==> src/common/memTilePkg.sv <==
// Shared widths and typedefs for the tile memory subsystem
// Fabric opcodes, address regions and control register offsets
package memTilePkg;

   // ======================================================================
   // Plain vector types
   // ======================================================================
   // Byte address
   typedef logic [31:0] tAddr;
   // Data word
   typedef logic [31:0] tData;
   // One enable per byte lane
   typedef logic [3:0]  tByteEn;
   // Tile or requestor id
   typedef logic [7:0]  tTileId;
   // Fabric opcode
   typedef logic [1:0]  tOpcode;
   // Upper address bits used for region decode
   typedef logic [15:0] tRegion;
   // Word offset inside one 64KB region
   typedef logic [13:0] tCrOffset;

   // ======================================================================
   // Fabric opcodes
   // ======================================================================
   localparam tOpcode OpRd = 2'b00;
   localparam tOpcode OpWr = 2'b01;

   // ======================================================================
   // Address regions, compared on bits 31..16
   // ======================================================================
   localparam int RegionMsb = 31;
   localparam int RegionLsb = 16;

   // Data memory at 0x0001_0000 .. 0x0001_FFFF
   localparam tRegion DMemRegionFloor = 16'h0001;
   localparam tRegion DMemRegionRoof  = 16'h0001;
   // Control registers at 0x0002_0000 .. 0x0002_FFFF
   localparam tRegion CrRegionFloor   = 16'h0002;
   localparam tRegion CrRegionRoof    = 16'h0002;

   // ======================================================================
   // Control register word offsets
   // ======================================================================
   localparam tCrOffset CrScratch0 = 14'd0;
   localparam tCrOffset CrScratch1 = 14'd1;
   localparam tCrOffset CrLeds     = 14'd2;
   // Read only
   localparam tCrOffset CrSwitches = 14'd3;
   localparam tCrOffset CrTileId   = 14'd4;

endpackage
==> src/design/fabricReqFifo.sv <==
// Fabric request FIFO with credit return
// Pops the head every cycle it is non-empty, one credit per pop
`timescale 1ns/100ps

module fabricReqFifo import memTilePkg::*; #(
   parameter int FifoDepth = 4
) (
   input  logic   Clk,
   input  logic   arstN,
   // Fabric link
   input  logic   fabricReqValid,
   input  tOpcode fabricReqOpcode,
   input  tAddr   fabricReqAddr,
   input  tData   fabricReqData,
   input  tTileId fabricReqRequestorId,
   output logic   fabricCredit,
   // Head of queue toward the wrapper
   output logic   reqValidQ503H,
   output tOpcode reqOpcodeQ503H,
   output tAddr   reqAddrQ503H,
   output tData   reqDataQ503H,
   output tTileId reqRequestorIdQ503H
);

   localparam int PtrW = (FifoDepth > 1) ? $clog2(FifoDepth) : 1;
   localparam int CntW = $clog2(FifoDepth + 1);

   tOpcode opcodeMem [FifoDepth];
   tAddr   addrMem   [FifoDepth];
   tData   dataMem   [FifoDepth];
   tTileId idMem     [FifoDepth];

   logic [PtrW-1:0] wrPtr;
   logic [PtrW-1:0] rdPtr;
   logic [CntW-1:0] count;
   logic            push;
   logic            pop;

   // Circular pointer step, also for non power of two depths
   function automatic logic [PtrW-1:0] nextPtr(input logic [PtrW-1:0] ptr);
      nextPtr = (ptr == PtrW'(FifoDepth - 1)) ? '0 : ptr + 1'b1;
   endfunction

   // Sender owns the credit check, so no full gating here
   assign push = fabricReqValid;
   // Wrapper is always ready
   assign pop  = (count != '0);

   // ======================================================================
   // Pointers and occupancy
   // ======================================================================
   always_ff @(posedge Clk or negedge arstN) begin
      if (!arstN) begin
         wrPtr <= '0;
         rdPtr <= '0;
         count <= '0;
      end else begin
         if (push) begin
            wrPtr <= nextPtr(wrPtr);
         end
         if (pop) begin
            rdPtr <= nextPtr(rdPtr);
         end
         case ({push, pop})
            2'b10:   count <= count + 1'b1;
            2'b01:   count <= count - 1'b1;
            default: count <= count;
         endcase
      end
   end

   // Entry storage
   always_ff @(posedge Clk) begin
      if (push) begin
         opcodeMem[wrPtr] <= fabricReqOpcode;
         addrMem[wrPtr]   <= fabricReqAddr;
         dataMem[wrPtr]   <= fabricReqData;
         idMem[wrPtr]     <= fabricReqRequestorId;
      end
   end

   // Head entry and its credit in the pop cycle
   assign reqValidQ503H       = pop;
   assign fabricCredit        = pop;
   assign reqOpcodeQ503H      = opcodeMem[rdPtr];
   assign reqAddrQ503H        = addrMem[rdPtr];
   assign reqDataQ503H        = dataMem[rdPtr];
   assign reqRequestorIdQ503H = idMem[rdPtr];

endmodule

==> config.mk <==
export PLATFORM = sky130hd
export DESIGN_NAME = fabricReqFifo
export DESIGN_NICKNAME = d
export VERILOG_FILES = /design/src/common/memTilePkg.sv /design/src/design/fabricReqFifo.sv
export SDC_FILE = /design/constraint.sdc
export NUM_CORES = 1
export LEC_CHECK = 0
export BUFFER_PORTS_ARGS = -buffer_cell sky130_fd_sc_hd__clkbuf_2
export CAP_MARGIN = 0
export CORE_ASPECT_RATIO = 0.75
export CORE_MARGIN = 1.5
export CORE_UTILIZATION = 55
export DETAILED_ROUTE_END_ITERATION = 7
export GPL_TIMING_DRIVEN = 0
export PLACE_DENSITY = 0.88
export RECOVER_POWER = 100
export SLEW_MARGIN = 20
export SYNTH_ARGS = -nofsm -noshare
export SYNTH_HDL_FRONTEND = slang
export SYNTH_SLANG_ARGS = --single-unit
==> constraint.sdc <==
create_clock -name Clk -period 3.97 [get_ports Clk]
set_input_delay 0.397 -clock Clk [delete_from_list [all_inputs] [get_ports Clk]]
set_output_delay 0.397 -clock Clk [all_outputs]
set_load 0.01 [all_outputs]
==> impl_metrics.sql <==
INSERT INTO impl_metrics (metric_group, metric, value, unit) VALUES
('sta', 'finalSetupViolations', '0', ''),
('power_and_ir_drop', 'power', '9.65', 'mW'),
('critical_path', 'rr_endpoint', 'dataMem[0][31]', ''),
('layout', 'finish.cell_count_without_fillers', '888', ''),
('floorplan', 'die_w', '167', 'um'),
('power_and_ir_drop', 'leakage', '4.17', 'nW'),
('floorplan', 'floorplan.rows', '44', ''),
('synth', 'mapped_cells', '426', ''),
('synth', 'synth_area_per_cell', '26.2', 'um^2'),
('critical_path', 'critPathMaxStageDelay', '1660', 'ps'),
('synth', 'syn-num-nets', '510', ''),
('route', 'dr.pass1.iters', '5', ''),
('sta', 'final-max-slew-violation-count', '152', ''),
('critical_path', 'reg2reg_depth', '4', ''),
('floorplan', 'die_area', '21100', 'um^2'),
('critical_path', 'worst-r2r-setup-slack', '960', 'ps'),
('sta', 'final.min_clock_period', '3010', 'ps'),
('critical_path', 'critical_path.endpoint_type', 'register', ''),
('synth', 'share_of_the_synthesized_area_in_the_top_cell_type', '79.8', '%'),
('synth', 'async_flop_share', '2.31', '%'),
('clock_tree', 'insertion_delay_of_the_later_clocked_pin_in_the_worst_skew_pair', '530', 'ps'),
('run', 'cap_viol_max_count', '4', ''),
('placed_design', 'io_buffer_count', '152', ''),
('status', 'run_status', 'finished, violations left', ''),
('critical_path', 'critical_path.max_fanout', '43', ''),
('status', 'violated_checks', 'max-capacitance violations, max-slew violations', ''),
('route', 'detailedRoute.firstIterationViolations', '481', ''),
('hold_path', 'min_to', 'addrMem[0][5]', ''),
('global_route', 'global_route.usage.total', '19.5', '%'),
('layout', 'final_nets', '697', ''),
('route', 'detail_route.drc_violations', '0', ''),
('global_route', 'gr-total-overflow', '0', ''),
('hold_path', 'timing.hold.worst.start', 'fabricReqAddr[5]', ''),
('route', 'drt.antenna.violating_nets', '0', ''),
('floorplan', 'ioPinCount', '153', ''),
('clock_tree', 'cts.sinks', '303', ''),
('synth', 'synth_commonest_cells', 'edfxtp_1, mux4_2, dfrtp_1, inv_1', ''),
('clock_tree', 'cts.repair_timing.setup_buffer_count', '0', ''),
('clock_tree', 'tritoncts', 'done', ''),
('synth', 'synth_cell_types', '22', ''),
('clock_tree', 'cts_buffers', '28', ''),
('critical_path', 'worstSetupStartpointType', 'register', ''),
('critical_path', 'cpMaxStageDelayCell', 'and2_1', ''),
('critical_path', 'category_of_the_critical_setup_timing_path', 'register to register', ''),
('floorplan', 'initial_core_util', '56.9', '%'),
('placed_design', 'dp_hpwl', '12600', 'um'),
('clock_tree', 'cts.repair.resized', '0', ''),
('sta', 'setup_repair_after_global_routing_missed_its_margin', 'false', ''),
('clock_tree', 'cts-root-to-sink-buffers', '3', ''),
('layout', 'drive_gt1_share', '21.7', '%'),
('route', 'vias', '5004', ''),
('layout', 'diodes_inserted', '0', ''),
('clock_tree', 'cts_max_level', '1', ''),
('critical_path', 'worst-endpoint-required', '4180', 'ps'),
('synth', 'synth_sequential_area_ratio', '81.3', '%'),
('power_and_ir_drop', 'max-vdd-ir-drop', '528', 'uV'),
('synth', 'synthFlopType', 'edfxtp_1', ''),
('synth', 'yosysWarningCount', '0', ''),
('synth', 'post_synth_edffs', '296', ''),
('sta', 'achievable-frequency', '333', 'MHz'),
('synth', 'synthDominantAreaCellType', 'edfxtp_1', ''),
('route', 'drt-total-wl', '20100', 'um'),
('global_route', 'largest_net_degree_at_the_start_of_global_routing', '44', ''),
('synth', 'synth_top_cells_by_area', 'edfxtp_1, mux4_2, dfrtp_1', ''),
('route', 'detail_route.vias_per_cell', '5.64', ''),
('critical_path', 'critical_path.cell_chain', 'inv_1 > ha_1 > and2_1 > buf_12', ''),
('sta', 'worst-slew-pin-transition', '2260', 'ps'),
('clock_tree', 'cts_hold_buf', '1', ''),
('critical_path', 'worst-endpoint-arrival', '3220', 'ps'),
('sta', 'slew_headroom', '-51.0', '%'),
('placed_design', 'weighted_congestion_reported_at_the_end_of_routability_driven_placement', '0.746', '');
## logic make-up after synthesis
group	synth area share, %
AND/OR/NAND/NOR	0.438
AO/OA/AOI/OAI	0.157
multiplexers	15.1
adder cells (fa/ha/maj)	0.853
XOR/XNOR	0.236
flip-flops	81.3
buffers and inverters	1.84
## per-stage QoR
step                hold WS [ps]  utilization, %  worst slack [ps]
floorplan                    101               -              1180
global placement             237            62.4              88.6
detailed placement           251            62.9              2010
CTS                         57.4            67.7              1440
global route                 123            66.6               699
finish                       126            66.6               963
## final cells by class
class	count	area, um^2
inverters	7	26.3
plain buffers	18	155
repair buffers	157	681
multi-input cells	98	1880
well taps	253	317
clock inverters	10	125
clock buffers	42	805
fillers	1321	6550
flip-flops and latches	303	9060
## where the power goes
| group | switching, mW | internal (mW) | total, mW |
|---|---|---|---|
| Combinational | 1.50 | 1.22 | 2.72 |
| Sequential | 0.132 | 4.12 | 4.25 |
| Clock | 1.10 | 1.59 | 2.69 |
| Total | 2.73 | 6.92 | 9.65 |
## state kept, by name, summed over array words and instances (netlist names)
signal,cells
addrMem,128
count,3
dataMem,128
idMem,32
opcodeMem,8
rdPtr,2
wrPtr,2
## cells in the final DEF (no fill, tap or decap), types with 2 or more instances in the layout
| master | netlist | final |
|---|---|---|
| bufinv_16 | 0 | 3 |
| clkbuf_2 | 0 | 10 |
| clkbuf_1 | 2 | 161 |
| clkbuf_8 | 0 | 3 |
| dfrtp_1 | 7 | 7 |
| clkinv_1 | 0 | 2 |
| edfxtp_1 | 296 | 296 |
| inv_1 | 7 | 7 |
| clkinv_2 | 0 | 4 |
| mux4_2 | 74 | 74 |
| clkbuf_16 | 0 | 29 |
| buf_4 | 4 | 3 |
| xor2_1 | 2 | 2 |
| buf_12 | 5 | 7 |
| nor3_1 | 2 | 2 |
| and2_1 | 4 | 4 |
| ha_1 | 6 | 6 |
| o21ai_0 | 2 | 2 |
## per-layer routing
layer	up-vias	wire, um	track usage (%)	share of wire [%]
met5	-	0	0	0
met4	0	308	3.92	1.5
met3	32	1340	4.15	6.7
met2	193	9930	32.5	49
met1	2582	8490	27.3	42
li1	2197	-	-	-
## worst max path at each step
stage | from | to | slack [ps]
floorplan | wrPtr[0] | addrMem[0][0] | 1180
global placement | wrPtr[0] | dataMem[2][0] | 90
detailed placement | rdPtr[1] | reqAddrQ503H[5] | 2010
CTS | rdPtr[1] | reqAddrQ503H[5] | 1440
global route | wrPtr[0] | dataMem[0][31] | 700
finish | wrPtr[0] | dataMem[0][31] | 960
## worst max-delay path, delay by kind of cell (launching register included)
kind                     cells  cell delay [ps]
AND/OR/NAND/NOR              1             1660
buffers and inverters        2              420
flip-flops                   1              410
adder cells (fa/ha/maj)      1              160
Power figures use the tool's default switching activity.
